`src/logic/io_mux_pkg.sv`:
```
package io_mux_pkg;

	// Pad counts for the user area
	localparam int BANK_PADS  = 19;
	localparam int TOTAL_PADS = 2 * BANK_PADS;

	// Peripheral counts per bank
	localparam int UARTS_PER_BANK = 2;
	localparam int PWMS_PER_BANK  = 8;
	localparam int PWMS_PER_GROUP = 4;

	// One bit per pad across both banks
	typedef logic [TOTAL_PADS-1:0] pad_vec_t;

	// One bit per pad inside a single bank
	typedef logic [BANK_PADS-1:0] bank_vec_t;

	// One bit per PWM channel of a bank
	typedef logic [PWMS_PER_BANK-1:0] pwm_vec_t;

	// Power-on blink phase
	typedef logic [1:0] blink_count_t;

	// Pin offsets inside a bank
	// First UART pair
	localparam int UART_A_RX = 0;
	localparam int UART_A_TX = 1;

	// Lower PWM group, channels 0 to 3
	localparam int PWM_LO_BASE = 2;

	// SPI port
	localparam int SPI_CLK  = 6;
	localparam int SPI_MOSI = 7;
	localparam int SPI_MISO = 8;
	localparam int SPI_CS   = 9;

	// Second UART pair
	localparam int UART_B_RX = 10;
	localparam int UART_B_TX = 11;

	// Upper PWM group, channels 4 to 7
	localparam int PWM_HI_BASE = 12;

	// Blink output, only used in bank 0
	localparam int BLINK_PAD = 16;

	// Pads 17 and 18 carry GPIO only

endpackage

```
`src/logic/blink_controller.sv`:
```
`timescale 1ns/1ps

module blink_controller #(
	parameter int BLINK_DIV_BITS = 26
) (
	input  logic                     clk,
	input  logic                     rst,
	input  logic                     claim,
	output io_mux_pkg::blink_count_t blink_count,
	output logic                     blink_enable
);
	import io_mux_pkg::*;

	// Free-running prescaler
	logic [BLINK_DIV_BITS-1:0] prescaler;
	logic                      prescaler_wrap;

	// Blink phase counter
	blink_count_t count_q;
	blink_count_t count_next;

	// Sticky flag, set once firmware owns the blink pad
	logic claimed_q;

	assign prescaler_wrap = &prescaler;

	always_ff @(posedge clk) begin
		if (rst) begin
			prescaler <= '0;
		end else begin
			prescaler <= prescaler + 1'b1;
		end
	end

	// Carry from the prescaler advances the phase, wraps 3 -> 0
	always_comb begin
		count_next = count_q;
		if (prescaler_wrap) begin
			count_next = count_q + 1'b1;
		end
	end

	always_ff @(posedge clk) begin
		if (rst) begin
			count_q <= '0;
		end else begin
			count_q <= count_next;
		end
	end

	// Once claimed, the pad stays with GPIO until the next reset
	always_ff @(posedge clk) begin
		if (rst) begin
			claimed_q <= 1'b0;
		end else if (claim) begin
			claimed_q <= 1'b1;
		end
	end

	assign blink_count  = count_q;
	assign blink_enable = ~claimed_q;

endmodule

```
`src/logic/io_bank_mux.sv`:
```
`timescale 1ns/1ps

module io_bank_mux #(
	parameter bit HAS_BLINK = 1'b0
) (
	// UART pairs
	input  logic [1:0]            uart_en,
	input  logic [1:0]            uart_tx,
	output logic [1:0]            uart_rx,

	// SPI port
	input  logic                  spi_en,
	input  logic                  spi_clk,
	input  logic                  spi_mosi,
	input  logic                  spi_cs,
	output logic                  spi_miso,

	// PWM channels
	input  io_mux_pkg::pwm_vec_t  pwm_en,
	input  io_mux_pkg::pwm_vec_t  pwm_out,

	// Power-on blink
	input  logic                  blink_enable,
	input  logic                  blink_level,

	// GPIO block
	input  io_mux_pkg::bank_vec_t gpio_output,
	input  io_mux_pkg::bank_vec_t gpio_oeb,
	output io_mux_pkg::bank_vec_t gpio_input,

	// Pads of this bank
	input  io_mux_pkg::bank_vec_t pad_in,
	output io_mux_pkg::bank_vec_t pad_out,
	output io_mux_pkg::bank_vec_t pad_oeb
);
	import io_mux_pkg::*;

	// Per-pad owner view, built from the enables
	bank_vec_t owned;
	bank_vec_t owner_out;
	bank_vec_t owner_oeb;

	// Blink override only exists in the bank that has the blink pad
	logic blink_active;

	// Pad of a PWM channel, lower group then upper group
	function automatic int pwm_pad(input int ch);
		int pad;
		if (ch < PWMS_PER_GROUP) begin
			pad = PWM_LO_BASE + ch;
		end else begin
			pad = PWM_HI_BASE + ch - PWMS_PER_GROUP;
		end
		return pad;
	endfunction

	// Receive pad of a UART pair
	function automatic int uart_rx_pad(input int idx);
		int pad;
		pad = (idx == 0) ? UART_A_RX : UART_B_RX;
		return pad;
	endfunction

	// Transmit pad of a UART pair
	function automatic int uart_tx_pad(input int idx);
		int pad;
		pad = (idx == 0) ? UART_A_TX : UART_B_TX;
		return pad;
	endfunction

	assign blink_active = HAS_BLINK ? blink_enable : 1'b0;

	always_comb begin
		owned     = '0;
		owner_out = '0;
		owner_oeb = '0;

		// UART pairs, rx is an input pad
		for (int u = 0; u < UARTS_PER_BANK; u++) begin
			if (uart_en[u]) begin
				owned[uart_rx_pad(u)]     = 1'b1;
				owner_oeb[uart_rx_pad(u)] = 1'b1;
				owned[uart_tx_pad(u)]     = 1'b1;
				owner_out[uart_tx_pad(u)] = uart_tx[u];
			end
		end

		// SPI takes all four pads at once
		if (spi_en) begin
			owned[SPI_CLK]      = 1'b1;
			owner_out[SPI_CLK]  = spi_clk;
			owned[SPI_MOSI]     = 1'b1;
			owner_out[SPI_MOSI] = spi_mosi;
			owned[SPI_MISO]     = 1'b1;
			owner_oeb[SPI_MISO] = 1'b1;
			owned[SPI_CS]       = 1'b1;
			owner_out[SPI_CS]   = spi_cs;
		end

		// PWM channels are outputs only
		for (int ch = 0; ch < PWMS_PER_BANK; ch++) begin
			if (pwm_en[ch]) begin
				owned[pwm_pad(ch)]     = 1'b1;
				owner_out[pwm_pad(ch)] = pwm_out[ch];
			end
		end

		// Blink pad has no peripheral, so no conflict here
		if (blink_active) begin
			owned[BLINK_PAD]     = 1'b1;
			owner_out[BLINK_PAD] = blink_level;
		end
	end

	// Owned pads ignore the GPIO drive
	always_comb begin
		for (int p = 0; p < BANK_PADS; p++) begin
			if (owned[p]) begin
				pad_out[p]    = owner_out[p];
				pad_oeb[p]    = owner_oeb[p];
				gpio_input[p] = 1'b0;
			end else begin
				pad_out[p]    = gpio_output[p];
				pad_oeb[p]    = gpio_oeb[p];
				gpio_input[p] = pad_in[p];
			end
		end
	end

	// Peripheral inputs read zero while disabled
	always_comb begin
		for (int u = 0; u < UARTS_PER_BANK; u++) begin
			uart_rx[u] = uart_en[u] ? pad_in[uart_rx_pad(u)] : 1'b0;
		end
	end

	assign spi_miso = spi_en ? pad_in[SPI_MISO] : 1'b0;

endmodule

```
`src/logic/io_mux_top.sv`:
```
`timescale 1ns/1ps

module io_mux_top #(
	parameter int BLINK_DIV_BITS = 26
) (
	input  logic                     clk,
	input  logic                     rst,

	// Peripheral enables
	input  logic [3:0]               uart_en,
	input  logic [1:0]               spi_en,
	input  logic [15:0]              pwm_en,

	// Peripheral drives
	input  logic [3:0]               uart_tx,
	input  logic [1:0]               spi_clk,
	input  logic [1:0]               spi_mosi,
	input  logic [1:0]               spi_cs,
	input  logic [15:0]              pwm_out,

	// Peripheral inputs
	output logic [3:0]               uart_rx,
	output logic [1:0]               spi_miso,

	// GPIO, bank 0
	input  io_mux_pkg::bank_vec_t    gpio0_output,
	input  io_mux_pkg::bank_vec_t    gpio0_oeb,
	output io_mux_pkg::bank_vec_t    gpio0_input,

	// GPIO, bank 1
	input  io_mux_pkg::bank_vec_t    gpio1_output,
	input  io_mux_pkg::bank_vec_t    gpio1_oeb,
	output io_mux_pkg::bank_vec_t    gpio1_input,

	// Pads
	input  io_mux_pkg::pad_vec_t     pad_in,
	output io_mux_pkg::pad_vec_t     pad_out,
	output io_mux_pkg::pad_vec_t     pad_oeb,

	output io_mux_pkg::blink_count_t blink_count
);
	import io_mux_pkg::*;

	logic      blink_enable;
	logic      blink_claim;
	bank_vec_t bank0_pad_out;
	bank_vec_t bank0_pad_oeb;
	bank_vec_t bank1_pad_out;
	bank_vec_t bank1_pad_oeb;

	// Firmware claims the blink pad by turning it into an output
	assign blink_claim = ~gpio0_oeb[BLINK_PAD];

	blink_controller #(
		.BLINK_DIV_BITS(BLINK_DIV_BITS)
	) i_blink (
		.clk         (clk),
		.rst         (rst),
		.claim       (blink_claim),
		.blink_count (blink_count),
		.blink_enable(blink_enable)
	);

	// Bank 0 gets the lower halves and the blink pad
	io_bank_mux #(
		.HAS_BLINK(1'b1)
	) i_bank0 (
		.uart_en     (uart_en[1:0]),
		.uart_tx     (uart_tx[1:0]),
		.uart_rx     (uart_rx[1:0]),
		.spi_en      (spi_en[0]),
		.spi_clk     (spi_clk[0]),
		.spi_mosi    (spi_mosi[0]),
		.spi_cs      (spi_cs[0]),
		.spi_miso    (spi_miso[0]),
		.pwm_en      (pwm_en[7:0]),
		.pwm_out     (pwm_out[7:0]),
		.blink_enable(blink_enable),
		.blink_level (blink_count[0]),
		.gpio_output (gpio0_output),
		.gpio_oeb    (gpio0_oeb),
		.gpio_input  (gpio0_input),
		.pad_in      (pad_in[BANK_PADS-1:0]),
		.pad_out     (bank0_pad_out),
		.pad_oeb     (bank0_pad_oeb)
	);

	// Bank 1, pad 16 of this bank stays plain GPIO
	io_bank_mux #(
		.HAS_BLINK(1'b0)
	) i_bank1 (
		.uart_en     (uart_en[3:2]),
		.uart_tx     (uart_tx[3:2]),
		.uart_rx     (uart_rx[3:2]),
		.spi_en      (spi_en[1]),
		.spi_clk     (spi_clk[1]),
		.spi_mosi    (spi_mosi[1]),
		.spi_cs      (spi_cs[1]),
		.spi_miso    (spi_miso[1]),
		.pwm_en      (pwm_en[15:8]),
		.pwm_out     (pwm_out[15:8]),
		.blink_enable(1'b0),
		.blink_level (1'b0),
		.gpio_output (gpio1_output),
		.gpio_oeb    (gpio1_oeb),
		.gpio_input  (gpio1_input),
		.pad_in      (pad_in[TOTAL_PADS-1:BANK_PADS]),
		.pad_out     (bank1_pad_out),
		.pad_oeb     (bank1_pad_oeb)
	);

	// Banks own disjoint pads, so they simply stack
	assign pad_out = {bank1_pad_out, bank0_pad_out};
	assign pad_oeb = {bank1_pad_oeb, bank0_pad_oeb};

endmodule

```
`config.mk`:
```
export PLATFORM = sky130hd
export DESIGN_NAME = io_mux_top
export DESIGN_NICKNAME = d
export VERILOG_FILES = /design/src/logic/io_mux_pkg.sv /design/src/logic/blink_controller.sv /design/src/logic/io_bank_mux.sv /design/src/logic/io_mux_top.sv
export SDC_FILE = /design/constraint.sdc
export NUM_CORES = 1
export LEC_CHECK = 0
export CAP_MARGIN = 20
export CORE_AREA = 5 5 109 111
export CTS_BUF_LIST = sky130_fd_sc_hd__clkbuf_4 sky130_fd_sc_hd__clkbuf_8 sky130_fd_sc_hd__clkbuf_16
export DETAILED_ROUTE_END_ITERATION = 10
export DIE_AREA = 0 0 114 116
export DONT_BUFFER_PORTS = 1
export SLEW_MARGIN = 15
export SYNTH_ARGS = -nofsm -noshare
export SYNTH_HDL_FRONTEND = slang
export SYNTH_SLANG_ARGS = --single-unit
```
`constraint.sdc`:
```
create_clock -name clk -period 4.69 [get_ports clk]
set_input_delay 0.938 -clock clk [delete_from_list [all_inputs] [get_ports clk]]
set_output_delay 0.938 -clock clk [all_outputs]
set_load 0.02 [all_outputs]
```
==> parameters.txt <==
Parameter                              Value

Outcome
  Status ... finished, final reports clean

Timing
  Unrepaired setup endpoints after global routing ... no
  TNS Setup ... 0 ns
  Count of endpoints failing hold in the final timing report ... 0
  Number of pins with negative max-slew slack in the final report ... 0
  Setup Viol. Count Final ... 0
  Peak clock frequency supported by timing ... 419 MHz
  Period utilization ... 50.9%
  Tightest Pin Transition ... 0.631 ns
  Worst clock skew ... 0.00822 ns
  Post-layout min period ... 2.39 ns
  Minimum hold slack ... 0.481 ns
  Max_slew headroom ... 57.8%

Power
  Switching power ... 196 µW
  Flop pwr share ... 43.1%
  Cell internal pwr ... 390 µW
  Net Sw Frac ... 33.5%
  Fraction of power consumed by the clock network ... 34.0%
  Leakage power of the design ... 0.000687 µW
  Cell area power density ... 254 mW/mm²
  Combinational group share of total power ... 22.9%
  Max VDD drop ... 0.143 mV

Synth
  Cell Area, Synth ... 0.00221 mm²
  Ys flop type ... sky130_fd_sc_hd__dfxtp_1
  Number of warnings issued by yosys ... 0
  Asr flop ratio synth ... 0%
  Share of the yosys chip area belonging to registers ... 26.2%
  Most common library cells after synthesis ... 65 x sky130_fd_sc_hd__nor2b_1, 29 x sky130_fd_sc_hd__dfxtp_1, 27 x sky130_fd_sc_hd__mux2_2
  Flops & latches, synth ... 29
  Most frequent cell after synthesis ... sky130_fd_sc_hd__nor2b_1
  Synthesized net count ... 437
  Top cells by area, synth ... sky130_fd_sc_hd__dfxtp_1 26%, sky130_fd_sc_hd__nor2b_1 18%, sky130_fd_sc_hd__mux2_2 14%
  Post-Synthesis Cells ... 272
  Post-synth cell types ... 28
  Top cell type by total area after synthesis ... sky130_fd_sc_hd__dfxtp_1
  Fraction of post-synthesis cell area in the top cell type by area ... 26.2%
  Post-synthesis average cell area ... 8.13 µm²
  Number of flops mapped to enable cells by yosys ... 0

Floorplan
  Die X-Extent ... 114 µm
  Die outline height ... 116 µm
  Number of top-level pins ... 286
  # rows ... 38
  Initial cell density of the core ... 20.7%
  Die footprint ... 0.0132 mm²
  Core area ... 0.0107 mm²

Global routing
  Number of antenna violations at the first check in global routing ... 3
  Number of global-route vias before repair ... 1,826
  Total grt overflow ... 0
  Pin count of the biggest net entering global routing ... 30
  Global-route wire length before repair ... 11,200 µm
  Total routing usage reported by global routing ... 11.6%

Critical path
  Launch instance of the worst register-to-register path ... i_blink.prescaler[0]
  Critical path's largest stage delay ... 0.51 ns
  Reg-to-Reg End ... i_blink.prescaler[24]
  Endpoint arrival time on the critical path ... 1.45 ns
  Worst reg-to-reg setup slack ... 2.47 ns
  Endpoint required time on the critical path ... 3.75 ns
  Crit path buf inv count ... 0
  Kind of cell adding the most delay to the critical path ... simple AND/OR/NAND/NOR gates
  Cell breakdown of the critical path ... nor2b_1
  Critical Setup Path Class ... in2out
  Worst Path Max Fanout ... 1
  Cell count of the worst reg-to-reg path ... 5
  CP endpoint kind ... output pin
  Critical Path Slowest Stage Cell ... sky130_fd_sc_hd__nor2b_1
  Critical path launch point type ... primary input

Clocking
  Number of cells upsized or downsized after cts ... 0
  Total CTS buffers ... 5
  Library cell used as clock root buffer ... sky130_fd_sc_hd__clkbuf_8
  Total of hold buffers inserted after clock tree synthesis ... 0
  Clock tree buffer depth ... 2
  Post-CTS Setup Bufs ... 0
  Clk pin slew, worst setup/hold paths ... 0.06 ns
  Clock sink count ... 29
  Clock tree from TritonCTS ... done
  CTS HTree Levels ... 2
  Clock latency at the later pin of the worst-skew pair ... 0.28 ns

Finish
  Area grow syn2layout ... 4.24%
  Number of nets at the end of the flow ... 418
  Final standard cell count with taps included and fillers excluded ... 395
  Fraction of final layout cells sized beyond drive strength 1 ... 17.7%

Min path
  Min-Delay Path Depth ... 2
  Hold Path End ... i_blink.prescaler[16]
  Startpoint of the most critical hold path ... i_blink.prescaler[16]
  Path type of the worst min-delay path ... reg2reg

Run
  Count of maximum capacitance violations ... 0

Detailed routing
  Total number of vias ... 1,927
  Routed WL ... 8810 µm
  Vias/cell ... 4.88
  Final routed wire length divided by cell count ... 22.3 µm
  Remaining antenna violation count after routing ... 0
  DRC viols ... 0
  Router iterations before antenna repair ... 6
  DRC marker count from the first detailed-route iteration ... 65

Placement
  Routability congestion estimate from global placement ... 0.888
  Number of buffers inserted by port buffering ... 0
  Instance count after placement with tap cells included ... 386
  Post-detail-place hpwl ... 7720 µm
flip-flops by register name, indices dropped and copies added, names as in the netlist:
signal               count
i_blink.claimed_q        1
i_blink.prescaler       26
i_blink.blink_count      2
worst max-delay path by stage:
stage / cells past startpoint / slack, ns / from / endpoint
after floorplan: 2 / 2.28 / spi_en[1] / pad_oeb[27]
after global placement: 1 / 2.29 / gpio0_oeb[9] / pad_oeb[9]
after detailed placement: 1 / 2.30 / gpio1_oeb[6] / pad_oeb[25]
after CTS: 1 / 2.30 / gpio1_oeb[6] / pad_oeb[25]
after global routing: 5 / 2.30 / i_blink.prescaler[0] / i_blink.prescaler[22]
final: 1 / 2.30 / gpio1_oeb[9] / pad_oeb[28]
tightest hold or removal path, stage by stage, from the launching register on:
cell and delay (ns):
sky130_fd_sc_hd__dfxtp_1 0.31, sky130_fd_sc_hd__o21ai_0 0.07, sky130_fd_sc_hd__a21oi_1 0.06
cell families after synthesis:
group / count (synthesis) / synth area share, %
buffers and inverters: 32 / 8.71
adders and majority gates: 1 / 0.566
muxes: 27 / 13.7
DFF: 29 / 26.2
xor gates and xnor gates: 11 / 4.36
AOI/OAI and AO/OA: 31 / 7.69
and+or+nand+nor: 141 / 38.7
area by class of cell:
class | count | area [µm²]
Fill cell | 1190 | 8390
Multi-Input combinational cell | 211 | 1440
Sequential cell | 29 | 581
Tap cell | 140 | 175
Clock buffer | 5 | 68.8
Inverter | 6 | 22.5
Clock inverter | 3 | 17.5
Antenna cell | 1 | 2.50
through the flow:
step	util, %	total power (µW)	area (µm²)	worst slack, ns
2_1_floorplan	-	404	2210	2.28
3_3_place_gp	20.7	396	2220	2.29
3_5_place_dp	20.7	395	2220	2.30
4_1_cts	21.5	597	2300	2.30
5_1_grt	21.5	621	2300	2.30
6_report	21.6	586	2310	2.30
power groups by stage:
stage	logic [µW]	registers (µW)	clock network [µW]
detailed placement	137	258	0
CTS	137	253	208
global route	140	253	228
floorplan	147	257	0
global placement	137	258	0
finish	134	253	199
routing by layer:
| layer | share of wire [%] | global-route usage [%] | up-vias |
|---|---|---|---|
| met5 | 0.33 | 0 | - |
| met1 | 38 | 13.6 | 908 |
| met4 | 0.34 | 1.82 | 4 |
| met2 | 49 | 18.3 | 134 |
| met3 | 13 | 7.26 | 8 |
| li1 | - | - | 873 |
cell usage in the layout, fill, tap and decap left out, types with 3 or more instances in the layout:
| master | instances |
|---|---|
| sky130_fd_sc_hd__nor2b_1 | 65 |
| sky130_fd_sc_hd__dfxtp_1 | 29 |
| sky130_fd_sc_hd__mux2_2 | 27 |
| sky130_fd_sc_hd__a21oi_1 | 16 |
| sky130_fd_sc_hd__nor2_1 | 13 |
| sky130_fd_sc_hd__nand3_1 | 9 |
| sky130_fd_sc_hd__o21ai_0 | 9 |
| sky130_fd_sc_hd__or3_1 | 9 |
| sky130_fd_sc_hd__and2_1 | 8 |
| sky130_fd_sc_hd__nand2_1 | 8 |
| sky130_fd_sc_hd__xnor2_1 | 8 |
| sky130_fd_sc_hd__or2_2 | 6 |
| sky130_fd_sc_hd__o31ai_1 | 6 |
| sky130_fd_sc_hd__or4_1 | 6 |
| sky130_fd_sc_hd__inv_1 | 6 |
| sky130_fd_sc_hd__clkbuf_8 | 5 |
| sky130_fd_sc_hd__nand4_1 | 4 |
| sky130_fd_sc_hd__nor4_1 | 3 |
| sky130_fd_sc_hd__xor2_1 | 3 |
| sky130_fd_sc_hd__nor3_1 | 3 |
Note: power is estimated with default switching activity, not from simulation.
